**src/rtl/cluster_config.svh**
```systemverilog
/*
 * Size and width macros of the compute cluster
 */
`ifndef CLUSTER_CONFIG_SVH
`define CLUSTER_CONFIG_SVH

// Warps per cluster, a power of two
`define CC_NUM_WARPS 8

// PC counts instruction words, not bytes
`define CC_PC_WIDTH 16

`define CC_INST_WIDTH 32

`define CC_TBLOCK_ID_BITS 8

// Set in a fetched word when the block ends there
`define CC_EXIT_BIT 31

`endif

```
**src/rtl/cluster_pkg.sv**
```systemverilog
/*
 * Shared cluster types: warp index, PC, instruction, AXI read beats,
 * allocation request, done entry and warp state
 */
`include "cluster_config.svh"

package cluster_pkg;

    typedef logic [$clog2(`CC_NUM_WARPS)-1:0] warp_idx_t;
    typedef logic [`CC_PC_WIDTH-1:0]          pc_t;
    typedef logic [`CC_INST_WIDTH-1:0]        inst_t;
    typedef logic [`CC_TBLOCK_ID_BITS-1:0]    tblock_id_t;
    // Byte address of one instruction word
    typedef logic [`CC_PC_WIDTH+1:0]          imem_addr_t;

    typedef struct packed {
        pc_t        pc;
        tblock_id_t tblock_id;
    } alloc_req_t;

    // AXI id is the warp number
    typedef struct packed {
        warp_idx_t  id;
        imem_addr_t addr;
    } imem_ar_t;

    typedef struct packed {
        warp_idx_t  id;
        inst_t      data;
        logic [1:0] resp;
        logic       last;
    } imem_r_t;

    typedef struct packed {
        warp_idx_t  warp;
        tblock_id_t tblock_id;
    } done_entry_t;

    typedef enum logic [1:0] {FREE, WAIT_FETCH, WAIT_RESP, DONE} warp_state_e;

endpackage

```
**src/rtl/stream_fifo.sv**
```systemverilog
/*
 * First-word-fall-through FIFO with a typed payload
 */
`timescale 1ns/1ps

module stream_fifo #(
    parameter int unsigned DEPTH = 8,
    parameter type data_t = logic [7:0]
) (
    input  logic  clk_i,
    input  logic  rst_n_i,
    input  logic  push_i,
    input  data_t data_i,
    input  logic  pop_i,
    output data_t data_o,
    output logic  valid_o,
    output logic  full_o
);

    localparam int unsigned AW = $clog2(DEPTH);

    data_t       mem_q [DEPTH];
    // Extra top bit tells full from empty when the indices match
    logic [AW:0] wr_ptr_q;
    logic [AW:0] rd_ptr_q;

    assign valid_o = wr_ptr_q != rd_ptr_q;
    assign full_o  = (wr_ptr_q[AW] != rd_ptr_q[AW]) &&
                     (wr_ptr_q[AW-1:0] == rd_ptr_q[AW-1:0]);
    assign data_o  = mem_q[rd_ptr_q[AW-1:0]];

    always_ff @(posedge clk_i or negedge rst_n_i) begin
        if (!rst_n_i) begin
            wr_ptr_q <= '0;
            rd_ptr_q <= '0;
        end else begin
            if (push_i) wr_ptr_q <= wr_ptr_q + 1'b1;
            if (pop_i) rd_ptr_q <= rd_ptr_q + 1'b1;
        end
    end

    always_ff @(posedge clk_i) begin
        if (push_i) mem_q[wr_ptr_q[AW-1:0]] <= data_i;
    end

    a_no_overflow: assert property (@(posedge clk_i) disable iff (!rst_n_i) push_i |-> !full_o);
    a_no_underflow: assert property (@(posedge clk_i) disable iff (!rst_n_i) pop_i |-> valid_o);

endmodule

```
**src/rtl/warp_table.sv**
```systemverilog
/*
 * Per-warp state, PC and block id with allocation, fetch push,
 * response handling and release
 */
`timescale 1ns/1ps
`include "cluster_config.svh"

module warp_table import cluster_pkg::*; (
    input  logic        clk_i,
    input  logic        rst_n_i,
    input  logic        alloc_valid_i,
    input  alloc_req_t  alloc_i,
    output logic        free_o,
    output logic        fetch_push_o,
    output warp_idx_t   fetch_warp_o,
    input  warp_idx_t   pc_sel_i,
    output pc_t         pc_o,
    input  logic        resp_valid_i,
    input  imem_r_t     resp_i,
    output logic        done_push_o,
    output done_entry_t done_o,
    input  logic        release_i,
    input  warp_idx_t   release_warp_i
);

    warp_state_e state_q [`CC_NUM_WARPS];
    pc_t         pc_q [`CC_NUM_WARPS];
    tblock_id_t  tblock_q [`CC_NUM_WARPS];

    warp_idx_t alloc_idx;
    logic      alloc_fire;
    logic      resp_exit;
    // Warp allocated last cycle, it pushes ahead of any response
    logic      fresh_valid_q;
    warp_idx_t fresh_warp_q;

    // Lowest FREE warp and lowest WAIT_FETCH warp
    always_comb begin
        free_o       = 1'b0;
        alloc_idx    = '0;
        fetch_push_o = 1'b0;
        fetch_warp_o = '0;
        for (int i = `CC_NUM_WARPS - 1; i >= 0; i--) begin
            if (state_q[i] == FREE) begin
                free_o    = 1'b1;
                alloc_idx = warp_idx_t'(i);
            end
            if (state_q[i] == WAIT_FETCH) begin
                fetch_push_o = 1'b1;
                fetch_warp_o = warp_idx_t'(i);
            end
        end
        if (fresh_valid_q) fetch_warp_o = fresh_warp_q;
    end

    assign alloc_fire = alloc_valid_i && free_o;
    assign resp_exit  = resp_i.data[`CC_EXIT_BIT];
    assign pc_o       = pc_q[pc_sel_i];

    assign done_push_o      = resp_valid_i && resp_exit;
    assign done_o.warp      = resp_i.id;
    assign done_o.tblock_id = tblock_q[resp_i.id];

    // Each event touches a warp in a different state, so they never collide
    always_ff @(posedge clk_i or negedge rst_n_i) begin
        if (!rst_n_i) begin
            for (int i = 0; i < `CC_NUM_WARPS; i++) begin
                state_q[i] <= FREE;
            end
            fresh_valid_q <= 1'b0;
            fresh_warp_q  <= '0;
        end else begin
            fresh_valid_q <= alloc_fire;
            fresh_warp_q  <= alloc_idx;
            if (alloc_fire) state_q[alloc_idx] <= WAIT_FETCH;
            if (fetch_push_o) state_q[fetch_warp_o] <= WAIT_RESP;
            if (resp_valid_i) state_q[resp_i.id] <= resp_exit ? DONE : WAIT_FETCH;
            if (release_i) state_q[release_warp_i] <= FREE;
        end
    end

    always_ff @(posedge clk_i) begin
        if (alloc_fire) begin
            pc_q[alloc_idx]     <= alloc_i.pc;
            tblock_q[alloc_idx] <= alloc_i.tblock_id;
        end
        if (resp_valid_i && !resp_exit) begin
            pc_q[resp_i.id] <= pc_t'(pc_q[resp_i.id] + 1'b1);
        end
    end

    // Memory answers only ids that the fetch unit sent out
    a_resp_outstanding: assert property (@(posedge clk_i) disable iff (!rst_n_i)
        resp_valid_i |-> state_q[resp_i.id] == WAIT_RESP);

    a_alloc_when_free: assert property (@(posedge clk_i) disable iff (!rst_n_i)
        alloc_valid_i |-> free_o);

endmodule

```
**src/rtl/fetch_unit.sv**
```systemverilog
/*
 * Instruction fetch: AR beats from queued warp requests, R beats
 * passed back to the warp table
 */
`timescale 1ns/1ps

module fetch_unit import cluster_pkg::*; (
    input  logic      clk_i,
    input  logic      rst_n_i,
    input  logic      req_valid_i,
    input  warp_idx_t req_warp_i,
    input  pc_t       pc_i,
    output logic      req_pop_o,
    output imem_ar_t  ar_o,
    output logic      ar_valid_o,
    input  logic      ar_ready_i,
    input  imem_r_t   r_i,
    input  logic      r_valid_i,
    output logic      r_ready_o,
    output logic      resp_valid_o,
    output imem_r_t   resp_o
);

    logic r_ready_q;

    // PC is in words, AXI wants bytes
    assign ar_o.id    = req_warp_i;
    assign ar_o.addr  = {pc_i, 2'b00};
    assign ar_valid_o = req_valid_i;
    assign req_pop_o  = req_valid_i && ar_ready_i;

    // Every returning id has a warp waiting, so R is never stalled
    always_ff @(posedge clk_i or negedge rst_n_i) begin
        if (!rst_n_i) begin
            r_ready_q <= 1'b0;
        end else begin
            r_ready_q <= 1'b1;
        end
    end

    assign r_ready_o    = r_ready_q;
    assign resp_valid_o = r_valid_i && r_ready_q;
    assign resp_o       = r_i;

    // Head warp and its PC must hold until the handshake
    a_ar_stable: assert property (@(posedge clk_i) disable iff (!rst_n_i)
        ar_valid_o && !ar_ready_i |=> ar_valid_o && $stable(ar_o));

endmodule

```
**src/rtl/compute_cluster.sv**
```systemverilog
/*
 * Cluster core: warp table, fetch queue, fetch unit and done queue
 */
`timescale 1ns/1ps
`include "cluster_config.svh"

module compute_cluster import cluster_pkg::*; (
    input  logic       clk_i,
    input  logic       rst_n_i,
    output logic       warp_free_o,
    input  logic       allocate_warp_i,
    input  alloc_req_t allocate_i,
    input  logic       tblock_done_ready_i,
    output logic       tblock_done_o,
    output tblock_id_t tblock_done_id_o,
    output imem_ar_t   imem_ar_o,
    output logic       imem_ar_valid_o,
    input  logic       imem_ar_ready_i,
    input  imem_r_t    imem_r_i,
    input  logic       imem_r_valid_i,
    output logic       imem_r_ready_o
);

    logic        fetch_push;
    warp_idx_t   fetch_warp;
    logic        fetch_valid;
    warp_idx_t   fetch_head;
    logic        fetch_pop;
    pc_t         fetch_pc;
    logic        resp_valid;
    imem_r_t     resp;
    logic        done_push;
    done_entry_t done_entry;
    done_entry_t done_head;
    logic        done_pop;

    // Host taking the report frees the warp
    assign done_pop         = tblock_done_o && tblock_done_ready_i;
    assign tblock_done_id_o = done_head.tblock_id;

    warp_table wt0 (
        .clk_i          ( clk_i           ),
        .rst_n_i        ( rst_n_i         ),
        .alloc_valid_i  ( allocate_warp_i ),
        .alloc_i        ( allocate_i      ),
        .free_o         ( warp_free_o     ),
        .fetch_push_o   ( fetch_push      ),
        .fetch_warp_o   ( fetch_warp      ),
        .pc_sel_i       ( fetch_head      ),
        .pc_o           ( fetch_pc        ),
        .resp_valid_i   ( resp_valid      ),
        .resp_i         ( resp            ),
        .done_push_o    ( done_push       ),
        .done_o         ( done_entry      ),
        .release_i      ( done_pop        ),
        .release_warp_i ( done_head.warp  )
    );

    // One request per warp at most, so neither queue can fill past its depth
    stream_fifo #(.DEPTH(`CC_NUM_WARPS), .data_t(warp_idx_t)) fetch_q (
        .clk_i(clk_i), .rst_n_i(rst_n_i),
        .push_i(fetch_push), .data_i(fetch_warp),
        .pop_i(fetch_pop), .data_o(fetch_head), .valid_o(fetch_valid), .full_o()
    );

    fetch_unit fu0 (
        .clk_i(clk_i), .rst_n_i(rst_n_i),
        .req_valid_i(fetch_valid), .req_warp_i(fetch_head), .pc_i(fetch_pc),
        .req_pop_o(fetch_pop),
        .ar_o(imem_ar_o), .ar_valid_o(imem_ar_valid_o), .ar_ready_i(imem_ar_ready_i),
        .r_i(imem_r_i), .r_valid_i(imem_r_valid_i), .r_ready_o(imem_r_ready_o),
        .resp_valid_o(resp_valid), .resp_o(resp)
    );

    stream_fifo #(.DEPTH(`CC_NUM_WARPS), .data_t(done_entry_t)) done_q (
        .clk_i(clk_i), .rst_n_i(rst_n_i),
        .push_i(done_push), .data_i(done_entry),
        .pop_i(done_pop), .data_o(done_head), .valid_o(tblock_done_o), .full_o()
    );

endmodule

```
**src/rtl/compute_cluster_synth_wrapper.sv**
```systemverilog
/*
 * Top level: flat host and instruction-memory AXI read ports
 * around the compute cluster
 */
`timescale 1ns/1ps

module compute_cluster_synth_wrapper import cluster_pkg::*; (
    input  logic       clk_i,
    input  logic       rst_n_i,

    // Thread block start
    output logic       warp_free_o,
    input  logic       allocate_warp_i,
    input  pc_t        allocate_pc_i,
    input  tblock_id_t allocate_tblock_id_i,

    // Thread block completion
    input  logic       tblock_done_ready_i,
    output logic       tblock_done_o,
    output tblock_id_t tblock_done_id_o,

    // Instruction memory, AXI read channels only
    output warp_idx_t  imem_axi_ar_id_o,
    output imem_addr_t imem_axi_ar_addr_o,
    output logic       imem_axi_ar_valid_o,
    input  logic       imem_axi_ar_ready_i,
    input  warp_idx_t  imem_axi_r_id_i,
    input  inst_t      imem_axi_r_data_i,
    input  logic [1:0] imem_axi_r_resp_i,
    input  logic       imem_axi_r_last_i,
    input  logic       imem_axi_r_valid_i,
    output logic       imem_axi_r_ready_o
);

    alloc_req_t alloc_req;
    imem_ar_t   imem_ar;
    imem_r_t    imem_r;

    assign alloc_req = '{pc: allocate_pc_i, tblock_id: allocate_tblock_id_i};
    assign imem_r    = '{id: imem_axi_r_id_i, data: imem_axi_r_data_i,
                         resp: imem_axi_r_resp_i, last: imem_axi_r_last_i};

    assign imem_axi_ar_id_o   = imem_ar.id;
    assign imem_axi_ar_addr_o = imem_ar.addr;

    compute_cluster cc0 (
        .clk_i               ( clk_i               ),
        .rst_n_i             ( rst_n_i             ),
        .warp_free_o         ( warp_free_o         ),
        .allocate_warp_i     ( allocate_warp_i     ),
        .allocate_i          ( alloc_req           ),
        .tblock_done_ready_i ( tblock_done_ready_i ),
        .tblock_done_o       ( tblock_done_o       ),
        .tblock_done_id_o    ( tblock_done_id_o    ),
        .imem_ar_o           ( imem_ar             ),
        .imem_ar_valid_o     ( imem_axi_ar_valid_o ),
        .imem_ar_ready_i     ( imem_axi_ar_ready_i ),
        .imem_r_i            ( imem_r              ),
        .imem_r_valid_i      ( imem_axi_r_valid_i  ),
        .imem_r_ready_o      ( imem_axi_r_ready_o  )
    );

endmodule

```
**config.mk**
```make
export PLATFORM = sky130hd
export DESIGN_NAME = compute_cluster_synth_wrapper
export DESIGN_NICKNAME = d
export VERILOG_FILES = /design/src/rtl/cluster_pkg.sv /design/src/rtl/stream_fifo.sv /design/src/rtl/warp_table.sv /design/src/rtl/fetch_unit.sv /design/src/rtl/compute_cluster.sv /design/src/rtl/compute_cluster_synth_wrapper.sv
export VERILOG_INCLUDE_DIRS = /design/src /design/src/rtl
export SDC_FILE = /design/constraint.sdc
export NUM_CORES = 1
export LEC_CHECK = 0
export BUFFER_PORTS_ARGS = -buffer_cell sky130_fd_sc_hd__buf_2
export CAP_MARGIN = 20
export CORE_MARGIN = 2
export CORE_UTILIZATION = 55
export CTS_BUF_LIST = sky130_fd_sc_hd__clkbuf_4 sky130_fd_sc_hd__clkbuf_8
export DETAILED_ROUTE_END_ITERATION = 8
export PLACE_DENSITY_LB_ADDON = 0.1
export SYNTH_ARGS = -nofsm -noshare
export SYNTH_HDL_FRONTEND = slang
export SYNTH_SLANG_ARGS = --single-unit
```
**constraint.sdc**
```tcl
create_clock -name clk_i -period 3.4 [get_ports clk_i]
set_clock_uncertainty 0.05 [all_clocks]
set_input_delay 0.68 -clock clk_i [delete_from_list [all_inputs] [get_ports clk_i]]
set_output_delay 0.68 -clock clk_i [all_outputs]
set_load 0.01 [all_outputs]
```
**Word level (Yosys, flattened, before mapping)**

Memory sizes are Yosys's and may differ from the RTL's.
Cells that the tools add are included.

- Register bits: 37
- Memory bits (writable): 304
- Word-level logic and storage cells: 128
- Memories: 4

- $add $sub $neg: 5
- Magnitude comparators: 8
- Equal/unequal tests: 10
- Muxes and demuxes: 55
- Bitwise operators: 12
- Reductions and logical operators: 19

Memories:

| name | words | bits a word | read ports | clocked after Yosys merged registers in | wr ports | line | text |
|---|---|---|---|---|---|---|---|
| cc0.wt0.pc_q | 8 | 16 | 2 | 0 | 2 | warp_table.sv:27 | `` pc_t pc_q [`CC_NUM_WARPS]; `` |
| cc0.done_q.mem_q | 8 | 11 | 1 | 0 | 1 | stream_fifo.sv:22 | `data_t mem_q [DEPTH];` |
| cc0.wt0.tblock_q | 8 | 8 | 1 | 0 | 1 | warp_table.sv:28 | `` tblock_id_t tblock_q [`CC_NUM_WARPS]; `` |
| cc0.fetch_q.mem_q | 8 | 3 | 1 | 0 | 1 | stream_fifo.sv:22 |  |

Operators with widths:

| kind | count |
|---|---|
| two-way mux 16 bit | 4 |
| two-way mux 3 bit | 17 |
| demux 2 bit (select 3 bit) | 4 |
| two-way mux 1 bit | 24 |
| adder 16 x 1 -> 16 bit, second input constant | 1 |
| adder 4 x 1 -> 4 bit, second input constant | 4 |
| bitwise AND 16 bit | 1 |
| bitwise AND 8 bit | 2 |
| bitwise mux 16 bit | 1 |
| == test 2 x 1 -> 1 bit, second input constant | 8 |
| greater-or-equal comparator 4 bit, second input constant | 4 |
| logical NOT 2 bit | 8 |
| less-than comparator 4 x 1 -> 1 bit, second input constant | 4 |
| NOT 16 bit | 1 |
| NOT 3 -> 4 bit | 4 |
| NOT 8 bit | 2 |
| bitwise OR 8 bit | 2 |
| logical AND 1 bit | 10 |
| two-way mux 2 bit | 5 |
| != test 4 bit | 2 |
| logical NOT 1 bit | 1 |

**Longest topological paths before layout**

Gate-level depths: netlist (run 1).

- Word-level depth: 23
- Depth in mapped cells: 12
- Depth with buffers taken out: 9

**Hierarchy**

Synthesis (run 1) repeated with hierarchy kept, for this count alone.

- Cell total of the unflattened synthesis: 1202
- Area total of the unflattened synthesis: 17202.7 µm²

Modules (own cells, without submodules):

| module | times used | cells an instance | area each (µm²) |
|---|---|---|---|
| warp_table | 1 | 885 | 11498.5 |
| stream_fifo (cc0.done_q) | 1 | 172 | 3832.4 |
| stream_fifo (cc0.fetch_q) | 1 | 79 | 1370.1 |
| fetch_unit | 1 | 65 | 495.5 |
| compute_cluster | 1 | 1 | 6.3 |

**Worst setup path after synthesis (run 1)**

OpenSTA, ideal clock, no wires.

- Path type: input-to-reg
- Start point: input port imem_axi_r_id_i[2]
- End point: memory cc0.wt0.pc_q[2][8] (netlist name) (data pin)
- Setup time: 0.260 ns
- Arrival: 3.924 ns
- Required time: 3.090 ns
- Slack: -0.834 ns
- Cell stages on the path: 11
- Buffers on the path: 5
- Cell sequence: buf_2 buf_2 buf_2 buf_1 clkbuf_1 mux2_2 ha_1 or4b_4 or4_4 xor2_2 mux2_4

RTL lines:

| item | line | text |
|---|---|---|
| start: declaration | compute_cluster_synth_wrapper.sv:27 | `input warp_idx_t imem_axi_r_id_i,` |
| end: declaration | warp_table.sv:27 |  |

**Worst setup path after layout (run 1)**

- Start point: register cc0.fetch_q.rd_ptr_q[0]
- End point: output port imem_axi_ar_addr_o[13]

- Longest elaborated chain between the ends: 2

Ends and longest elaborated chain:

| item | line | text |
|---|---|---|
| start: declaration | stream_fifo.sv:25 | `logic [AW:0] rd_ptr_q;` |
| start signal: assignment | stream_fifo.sv:38 | `if (pop_i) rd_ptr_q <= rd_ptr_q + 1'b1;` |
| memory read (8 x 3 bit) | -- |  |
| memory read (8 x 16 bit) | -- |  |
| end: declaration | compute_cluster_synth_wrapper.sv:24 | `output imem_addr_t imem_axi_ar_addr_o,` |

No other way between the ends.

==> reports/summary.txt, run 1 <==
vias in the first global route: 11078
Netlist cell types: 61
Synth Flop Type: edfxtp_1
sequential share of the synthesized area: 60.1%
CTS tree: yes
Clk pin slew, worst setup/hold paths: 60 ps
final count of pins violating max slew: 0
Die Ht: 178 um
mean area per synthesized cell: 14.0 um^2
crit path max fanout: 18
violated checks: negative setup slack
peak supply drop: 0.501 mV
io pins: 101
antenna violations before repair: 3
clock sinks: 341
fmax: 278 MHz
wire length per cell: 23.6 um
# rows: 63
compound-cell area share of the yosys netlist: 5.43%
status: complete, but fails checks
global-route wire length before repair: 64300 um
GPL Wtd Cong: 0.845
layout cell share with drive strength beyond 1: 34.6%
main combinational cell family by area after synthesis: multiplexers
H-tree depth: 2
Min-Delay Path Class: in -> async
Root Driver: clkbuf_8
Residual DRC: 0
R2R Setup Slk: 540 ps
Max Cap Viol: 0
DRT Wirelength: 42200 um
Reg-to-Reg Start: cc0.wt0.pc_q[5][0]
port bufs: 64
Fin. Hold Viols: 0
Nets: 1425
Hold Slack: 167 ps
Cell Area, Synth: 0.0167 mm^2
clock tree buffer depth: 3
pre-CTS WS: -136 ps
adder-cell share of the synthesized area: 0.374%
Initial Util: 56.1%
FF-to-FF End: cc0.wt0.pc_q[0][10]
Vias: 10785
TritonCTS buffer count: 55
simple-gate share of the synthesized area: 10.2%
Syn-to-layout area delta: 17.6%
Die Area: 0.0318 mm^2
Leak: 7.24 nW
final period utilization: 106%
antenna-violating nets left: 0
crit start category: register
first-pass detailed-route iteration total: 5
Setup TNS: -2220 ps
WP data arrival: 2860 ps
Worst Reg-to-Reg Cells: 11
Synth Register Bits: 341
Synth Instances: 1193
async set or reset register ratio after synthesis: 10.9%
Crit Path Class: reg -> out
routed vias/inst: 6.04
Final WS setup: -194 ps
CTS Hold Bufs: 0
number of synthesized flops with an enable pin: 304
Slew headroom: 32.4%
xor/xnor share of the synthesized area: 1.72%
global route overflow: 0
Final Util: 66.0%
core area: 0.0298 mm^2
largest net degree at the start of global routing: 38
unrepaired setup endpoints after global routing: yes
mux cell area share after synthesis: 19.9%
CP Data Required Time: 2670 ps
gr usage total: 27.4%
diode count: 0
synth warn: 0
Slowest cell on crit path: mux4_2
dpl hpwl: 26400 um
CP Cell Sequence: buf_4 -> mux4_2 -> mux2i_4 -> buf_12 -> buf_12 -> a211oi_1 -> a211oi_1 -> a31o_2 -> buf_2
Worst Setup End Kind: output pin
endpoints failing setup: 16
power density over cell area: 916 mW/mm^2
Worst Tran Pin Value: 1010 ps
max incr delay on CP: 520 ps
Worst-Skew Late Latency: 590 ps
Tmin final: 3590 ps
die span in x: 178 um
iteration-0 DRC count of the detailed router: 1051
## critical path, delay by kind of cell, from the launching register on
kind | cells | cell delay, ps
muxes | 2 | 700
buffers and inverters | 4 | 610
DFF | 1 | 420
AOI/OAI and AO/OA | 3 | 550
## metrics by stage
| step | instance area (um^2) | std cells | power (mW) |
|---|---|---|---|
| CTS | 19600 | 1784 | 17.8 |
| floorplan | 16800 | 1194 | 10.5 |
| global route | 19700 | 1785 | 18.9 |
| finish | 19700 | 1785 | 18.0 |
| detailed placement | 18100 | 1671 | 13.2 |
| global placement | 18100 | 1671 | 13.0 |
## logic make-up (layout without fill, tap and decap cells)
| logic type | Yosys count | count (layout) |
|---|---|---|
| adder cells (fa/ha/maj) | 5 | 5 |
| multiplexers | 225 | 225 |
| other | 2 | 3 |
| buffers and inverters | 80 | 281 |
| AND/OR/NAND/NOR | 382 | 382 |
| XOR/XNOR | 32 | 32 |
| flip-flops | 341 | 341 |
| AO/OA/AOI/OAI | 126 | 126 |
## where the power goes
part | switching (mW) | total, mW | internal [mW]
clock | 1.61 | 3.52 | 1.90
sequential | 0.496 | 6.00 | 5.51
combinational | 4.38 | 8.49 | 4.11
total | 6.49 | 18.0 | 11.5
## how the worst max path moves through the flow
stage | startpoint | to | cells past startpoint
6_report | cc0.fetch_q.rd_ptr_q[0] | imem_axi_ar_addr_o[13] | 9
5_1_grt | cc0.fetch_q.rd_ptr_q[0] | imem_axi_ar_addr_o[11] | 9
4_1_cts | cc0.fetch_q.rd_ptr_q[0] | imem_axi_ar_addr_o[13] | 9
3_5_place_dp | imem_axi_r_id_i[1] | cc0.wt0.pc_q[4][13] | 8
3_3_place_gp | imem_axi_r_id_i[1] | cc0.wt0.pc_q[0][13] | 8
2_1_floorplan | imem_axi_r_id_i[2] | cc0.wt0.pc_q[2][8] | 11
## Yosys cell counts, drive strengths merged (2+ instances only)
| library cell | count | share of area [%] |
|---|---|---|
| nor4 | 5 | 0.26 |
| mux4 | 76 | 10 |
| xor2 | 9 | 0.52 |
| nand2 | 226 | 5.1 |
| clkinv | 2 | 0.045 |
| and2 | 3 | 0.11 |
| o31ai | 2 | 0.090 |
| edfxtp | 304 | 55 |
| mux2i | 71 | 4.3 |
| a31oi | 4 | 0.15 |
| or3 | 2 | 0.075 |
| ha | 5 | 0.37 |
| a211oi | 39 | 1.8 |
| nor2b | 25 | 0.93 |
| xnor2 | 23 | 1.2 |
| a31o | 16 | 0.84 |
| a21oi | 17 | 0.51 |
| inv | 8 | 0.18 |
| mux2 | 78 | 5.3 |
| a22oi | 7 | 0.31 |
| nand2b | 13 | 0.49 |
| nand4 | 6 | 0.22 |
| o22ai | 8 | 0.30 |
| a221oi | 2 | 0.10 |
| or2 | 13 | 0.49 |
| buf | 32 | 1.2 |
| conb | 2 | 0.045 |
| nand3 | 14 | 0.42 |
| o22a | 3 | 0.16 |
| nor3 | 16 | 0.51 |
| nor2 | 49 | 1.1 |
| o21a | 4 | 0.18 |
| nand3b | 2 | 0.090 |
| dfrtp | 37 | 5.5 |
| or4 | 2 | 0.11 |
| clkbuf | 38 | 0.85 |
| and3 | 3 | 0.11 |
| o2bb2ai | 3 | 0.16 |
| o21ai | 15 | 0.45 |
## layer usage
layer	vias up	part of all wire, %	global-route usage (%)
met2	373	50	46.5
met3	96	6.7	4.92
met1	5438	41	35.8
met4	6	3.0	9.28
li1	4872	-	-
met5	-	0.081	0
## cell type report
cell class / count / area [um^2]
clock buffer: 73 / 911
clock inverter: 27 / 184
fill: 2202 / 10100
inverter: 10 / 37.5
multi-input combinational: 773 / 6490
sequential: 341 / 10100
tap: 390 / 488
timing repair buffer: 171 / 1500
## cell usage in the layout, fill, tap and decap left out, types with 8 or more instances in the layout
master    instances
a31o_2           16
nand2_1         226
clkinv_1         11
mux2_2           74
a21oi_1          17
clkbuf_8         58
nand2b_1         13
a211oi_2         10
buf_2            48
edfxtp_1        304
nor2b_1          24
buf_4            88
o22ai_1           8
xnor2_1          23
nor3_1           10
clkinv_2         13
nor2_1           47
xor2_1            8
mux4_2           73
or2_2            11
a211oi_1         29
clkbuf_4         15
buf_6            18
mux2i_1          61
buf_12           10
o21ai_0          11
nand3_1          14
dfrtp_1          35
## sequential cells by signal, indices dropped and copies added (netlist names), 3 cells and up
| signal | cells |
|---|---|
| cc0.fetch_q.rd_ptr_q | 4 |
| cc0.done_q.wr_ptr_q | 4 |
| cc0.wt0.fresh_warp_q | 3 |
| cc0.fetch_q.wr_ptr_q | 4 |
| cc0.fetch_q.mem_q | 24 |
| cc0.wt0.tblock_q | 64 |
| cc0.done_q.mem_q | 88 |
| cc0.wt0.pc_q | 128 |
| cc0.wt0.state_q | 16 |
| cc0.done_q.rd_ptr_q | 4 |
## timing repair
action | 4_1_cts | 5_1_grt
gates resized for setup | 23 | 22
gates cloned | 4 | 0
endpoints found under the setup margin | 17 | 16
buffers inserted | 9 | 1
pin swaps | 3 | 18
Power figures use the tool's default switching activity.
==> inputs of run 2 (changes only) <==
BUFFER_PORTS_ARGS = -buffer_cell sky130_fd_sc_hd__buf_4   (was -buffer_cell sky130_fd_sc_hd__buf_2)
SKIP_CTS_REPAIR_TIMING = 1   (was unset)
==> run 2 against run 1 <==
The flow still finishes with violations (negative setup slack); clock power decreased by 5%; critical path type unchanged; critical path depth increased by 1; core utilization decreased by 0.27 points; power decreased by 3.3%; largest cell class unchanged; cell count decreased by 0.11%; hold slack got worse by 150 ps; sequential power about the same; cell area decreased by 0.41%; wire length decreased by 2.5%.
==> reports/summary.txt, run 2 (synthesis gave the netlist of run 1 again) <==
Slowest cell on crit path: mux4_2
Sw Ratio: 36.0% (-0.051 points)
final period utilization: 107% (+1.7 points)
Syn-to-layout area delta: 17.1%
endpoints failing setup: 16 (unchanged)
Clk pin slew, worst setup/hold paths: 60 ps (about the same)
gr usage total: 26.3% (-1.1 points)
Die Area: 0.0318 mm^2 (unchanged)
CP Buf/Inv Count: 4 (unchanged)
Crit Path Class: reg -> out
sequential share of power: 34.3% (+1.0 points)
status: complete, but fails checks
Root Driver: clkbuf_8
global route overflow: 0 (unchanged)
H-tree depth: 2 (unchanged)
number of flip-flops in the largest register: 128 (unchanged)
TritonCTS buffer count: 53 (-3.6%)
clock tree buffer depth: 3 (unchanged)
Fin. Hold Viols: 0 (unchanged)
CP Depth: 10 (+1)
Final Util: 65.7% (-0.27 points)
# rows: 63 (unchanged)
Leak: 7.23 nW (-0.18%)
diode count: 0 (unchanged)
CTS tree: yes
Worst Setup End Kind: output pin
wire length per cell: 23.1 um (-2.3%)
Gate power share: 46.5% (-0.7 points)
die span in x: 178 um (unchanged)
final count of pins violating max slew: 0 (unchanged)
clock sinks: 341 (unchanged)
largest net degree at the start of global routing: 38 (unchanged)
Max Cap Viol: 0 (unchanged)
crit start category: register
max incr delay on CP: 550 ps (+30 ps)
unrepaired setup endpoints after global routing: yes
Top reg by flops: cc0.wt0.pc_q
critical path's most frequent cell: buf_4
vias in the first global route: 10975 (-0.93%)
iteration-0 DRC count of the detailed router: 855 (-19%)
first-pass detailed-route iteration total: 5 (unchanged)
commonest non-fill, non-tap cells in the layout: edfxtp_1 (304), nand2_1 (226), buf_4 (151), mux2_2 (74), mux4_2 (73)
io pins: 101 (unchanged)
Worst Tran Pin Value: 1010 ps (-0.467 ps)
global-route wire length before repair: 62100 um (-3.5%)
Tmin final: 3650 ps (+56.5 ps)
routed vias/inst: 6.05 (+0.20%)
GPL Wtd Cong: 0.869 (+2.8%)
power density over cell area: 889 mW/mm^2 (-2.9%)
layout cell share with drive strength beyond 1: 33.2% (-1.4 points)
DRT Wirelength: 41100 um (-2.5%)
antenna violations before repair: 0 (-3)
core area: 0.0298 mm^2 (unchanged)
crit path max fanout: 6 (-12)
Sw Pwr: 6.27 mW (-3.4%)
fmax: 274 MHz (-1.5%)
Residual DRC: 0 (unchanged)
port bufs: 64 (unchanged)
CP Cell Sequence: mux4_2 -> mux2i_4 -> buf_4 -> clkbuf_16 -> buf_4 -> nor2b_1 -> a211oi_1 -> a211oi_1 -> a31o_2 -> buf_4
dpl hpwl: 26600 um (+0.71%)
Nets: 1424 (-0.070%)
Clk pwr share: 19.2% (-0.3 points)
internal power: 11.2 mW (-3.2%)
CP Data Required Time: 2670 ps (about the same)
Finished Cell Area: 0.0196 mm^2 (-0.41%)
Worst-Skew Late Latency: 590 ps (about the same)
Vias: 10794 (+0.083%)
Worst Reg-to-Reg Cells: 10 (-1)
peak supply drop: 0.510 mV (+1.7%)
violated checks: negative setup slack
placed cell area: 0.0183 mm^2 (+0.91%)
WP data arrival: 2920 ps (+60 ps)
Slew headroom: 32.4% (about the same)
Die Ht: 178 um (unchanged)
CP delay by family, top: multiplexers
antenna-violating nets left: 0 (unchanged)
Final WS setup: -250 ps (-56.5 ps)
commonest non-fill, non-tap cell in the layout: edfxtp_1
Initial Util: 56.1% (unchanged)
Min-Delay Path Class: in -> async
run 2: metrics by stage:
step           cells  TNS [ps]  hold slack, ps  total power, mW  setup WS [ps]
2_1_floorplan   1194         0             334             10.5           10.9
3_3_place_gp    1672     -86.1             425             13.3          -11.7
3_5_place_dp    1672     -8.25             442             13.5          -3.67
4_1_cts         1769     -5500            8.76             16.8           -399
5_1_grt         1783     -4720            39.1             18.3           -337
6_report        1783     -3100            14.1             17.4           -250
run 2: final timing paths:
check | startpoint | endpoint | slack (ps)
hold reg to reg | cc0.done_q.wr_ptr_q[3] | cc0.done_q.wr_ptr_q[3] | 450
min in group clk_i | allocate_tblock_id_i[5] | cc0.wt0.tblock_q[7][5] | 280
setup / recovery | cc0.fetch_q.rd_ptr_q[0] | imem_axi_ar_addr_o[14] | -250
setup reg to reg | cc0.wt0.pc_q[6][0] | cc0.wt0.pc_q[5][14] | 590
hold / removal | rst_n_i | cc0.fetch_q.rd_ptr_q[0] | 10
max in group asynchronous | rst_n_i | cc0.fetch_q.rd_ptr_q[1] | 2920
run 2: layout make-up:
class,instances,area [um^2]
inverters,10,37.5
clock inverters,23,133
clock buffers,74,906
well taps,390,488
repair buffers,172,1530
multi-input cells,773,6430
flip-flops and latches,341,10100
fillers,2176,10200
run 2: per-layer routing:
metal	routed length (um)	vias to the layer above	GRT usage (%)
met3	2520	95	3.79
met5	0	-	0
met4	1100	0	8.94
met2	21000	407	45.9
li1	-	4868	-
met1	16500	5424	33.9
run 2: power groups by stage:
| stage | logic, mW | clock network, mW | registers (mW) |
|---|---|---|---|
| finish | 8.09 | 3.35 | 5.98 |
| floorplan | 4.68 | 0 | 5.81 |
| detailed placement | 7.39 | 0 | 6.06 |
| CTS | 7.43 | 3.41 | 5.98 |
| global placement | 7.27 | 0 | 6.03 |
| global route | 8.64 | 3.57 | 6.07 |
run 2: worst reg2reg max path, stage by stage (launching register included):
cell and delay, ps:
edfxtp_1 380, mux4_2 260, mux2i_1 120, inv_2 120, ha_4 140, or4b_4 510
nor3_2 260, nand2_1 90, xor2_1 180, buf_4 180, mux2_2 260
==> inputs of run 3 (changes only) <==
RECOVER_POWER = 50   (was unset)
==> run 3 against run 2 <==
The flow finishes with violations (max-capacitance violations, max-slew violations, negative setup slack); cell count stayed put; fmax is essentially flat; global-route usage stayed put; sequential share of layout area grew 0.37 points; setup slack improved by 1.6 ps; sequential power hardly changed; core utilization decreased by 0.47 points; combinational power fell by 0.7%; register-to-register slack worse by 40 ps; wire length barely moved; power fell by 0.38%; count of clock-buffer cells in the layout stayed put; critical path type unchanged.
==> reports/summary.txt, run 3 (synthesis gave the netlist of run 1 again) <==
status: complete, but fails checks
violated checks: max-capacitance violations, max-slew violations, negative setup slack
core area: 0.0298 mm^2 (unchanged)
Crit Path Class: reg -> out
Worst Setup End Kind: output pin
global-route wire length before repair: 62100 um (unchanged)
TritonCTS buffer count: 53 (unchanged)
CP Cell Sequence: mux4_2 -> mux2i_4 -> buf_4 -> clkbuf_16 -> buf_4 -> nor2b_1 -> a211oi_1 -> a211oi_1 -> a31o_2 -> buf_4
Worst-Skew Late Latency: 590 ps (about the same)
Hold Slack: 313 ps (+299 ps)
hold endpoint: cc0.wt0.fresh_valid_q
Initial Util: 56.1% (unchanged)
Setup TNS: -3020 ps (+85.3 ps)
DRT Wirelength: 41200 um (about the same)
Tmin final: 3650 ps (-1.65 ps)
wire length per cell: 23.1 um (about the same)
Final Util: 65.3% (-0.47 points)
routed vias/inst: 6.07 (+0.28%)
iteration-0 DRC count of the detailed router: 867 (+1.4%)
Hold Crit Depth: 2
Die Ht: 178 um (unchanged)
critical path's most frequent cell: buf_4
clock sinks: 341 (unchanged)
Residual DRC: 0 (unchanged)
unrepaired setup endpoints after global routing: yes
Max Cap Viol: 2 (+2)
endpoints failing setup: 16 (unchanged)
CP Data Required Time: 2670 ps (about the same)
Reg-to-Reg Start: cc0.wt0.pc_q[6][0]
Syn-to-layout area delta: 16.3%
antenna violations before repair: 0 (unchanged)
CP Buf/Inv Count: 4 (unchanged)
placed cell area: 0.0183 mm^2 (unchanged)
FF-to-FF End: cc0.wt0.pc_q[7][14]
die span in x: 178 um (unchanged)
internal power: 11.1 mW (-0.32%)
Sw Pwr: 6.24 mW (-0.49%)
gr usage total: 26.3% (unchanged)
io pins: 101 (unchanged)
crit start category: register
Slowest cell on crit path: mux4_2
Slew headroom: -41.6% (-74 points)
CTS tree: yes
global route overflow: 0 (unchanged)
Worst Tran Pin Value: 2120 ps (+1120 ps)
Clk pwr share: 19.3% (about the same)
Top reg by flops: cc0.wt0.pc_q
commonest non-fill, non-tap cells in the layout: edfxtp_1 (304), nand2_1 (226), buf_4 (120), mux2_2 (74), mux4_2 (73)
GPL Wtd Cong: 0.869 (unchanged)
Gate power share: 46.3% (-0.2 points)
CP delay by family, top: multiplexers
largest net degree at the start of global routing: 38 (unchanged)
fmax: 274 MHz (about the same)
Finished Cell Area: 0.0194 mm^2 (-0.71%)
commonest non-fill, non-tap cell in the layout: edfxtp_1
HP Start: allocate_warp_i
antenna-violating nets left: 0 (unchanged)
final count of pins violating max slew: 63 (+63)
crit path max fanout: 6 (unchanged)
Nets: 1424 (unchanged)
vias in the first global route: 10975 (unchanged)
port bufs: 64 (unchanged)
dpl hpwl: 26600 um (unchanged)
Worst Reg-to-Reg Cells: 10 (unchanged)
diode count: 0 (unchanged)
Vias: 10824 (+0.28%)
Clk pin slew, worst setup/hold paths: 60 ps (about the same)
H-tree depth: 2 (unchanged)
Min-Delay Path Class: in -> reg
Leak: 7.10 nW (-1.8%)
clock tree buffer depth: 3 (unchanged)
Die Area: 0.0318 mm^2 (unchanged)
power density over cell area: 892 mW/mm^2 (+0.33%)
R2R Setup Slk: 550 ps (-40 ps)
Final WS setup: -249 ps (+1.64 ps)
WP data arrival: 2920 ps (about the same)
max incr delay on CP: 550 ps (about the same)
Sw Ratio: 36.0% (-0.040 points)
first-pass detailed-route iteration total: 6 (+1)
peak supply drop: 0.510 mV (about the same)
sequential share of power: 34.4% (about the same)
Fin. Hold Viols: 0 (unchanged)
layout cell share with drive strength beyond 1: 30.7% (-2.5 points)
final period utilization: 107% (about the same)
# rows: 63 (unchanged)
number of flip-flops in the largest register: 128 (unchanged)
Root Driver: clkbuf_8
run 3: layer usage:
| layer | wire length [um] | GRT usage (%) | share of wire (%) | vias up |
|---|---|---|---|---|
| li1 | - | - | - | 4864 |
| met1 | 16300 | 33.9 | 40 | 5424 |
| met2 | 21000 | 45.9 | 51 | 437 |
| met3 | 2620 | 3.79 | 6.4 | 99 |
| met4 | 1160 | 8.94 | 2.8 | 0 |
| met5 | 0 | 0 | 0 | - |
run 3: final cells by class:
type | instances | area (um^2)
Inverter | 10 | 37.5
Sequential cell | 341 | 10100
Fill cell | 2208 | 10300
Multi-Input combinational cell | 773 | 6410
Tap cell | 390 | 488
Timing Repair Buffer | 172 | 1420
Clock inverter | 23 | 133
Clock buffer | 74 | 906
run 3: stage by stage:
| step | setup WS (ps) | power [mW] | instances |
|---|---|---|---|
| after floorplan | 10.9 | 10.5 | 1194 |
| after global placement | -11.7 | 13.3 | 1672 |
| after detailed placement | -3.67 | 13.5 | 1672 |
| after CTS | -399 | 16.8 | 1769 |
| after global routing | -337 | 18.2 | 1783 |
| final | -249 | 17.4 | 1783 |
run 3: power by group through the flow:
stage	Sequential [mW]	Clock [mW]	Combinational (mW)
after floorplan	5.81	0	4.68
after global routing	6.07	3.57	8.60
after detailed placement	6.06	0	7.39
after global placement	6.03	0	7.27
after CTS	5.98	3.41	7.43
final	5.98	3.35	8.03
run 3: worst max-delay path by stage:
stage | cells after the start | startpoint | slack (ps) | end
2_1_floorplan | 11 | imem_axi_r_id_i[2] | 10 | cc0.wt0.pc_q[2][8]
3_3_place_gp | 11 | imem_axi_r_id_i[1] | -10 | cc0.wt0.pc_q[4][14]
3_5_place_dp | 11 | imem_axi_r_id_i[1] | -4 | cc0.wt0.pc_q[7][14]
4_1_cts | 9 | cc0.fetch_q.rd_ptr_q[0] | -400 | imem_axi_ar_addr_o[8]
5_1_grt | 10 | cc0.fetch_q.rd_ptr_q[0] | -340 | imem_axi_ar_addr_o[14]
6_report | 10 | cc0.fetch_q.rd_ptr_q[0] | -250 | imem_axi_ar_addr_o[14]
run 3: worst reg2reg max path, delay by kind of cell, from the launching register on:
family / cells / cell delay, ps
flops: 1 / 380
xor+xnor: 1 / 180
buf+inv: 2 / 330
simple gates: 3 / 860
mux: 3 / 640
fa+ha+maj: 1 / 140
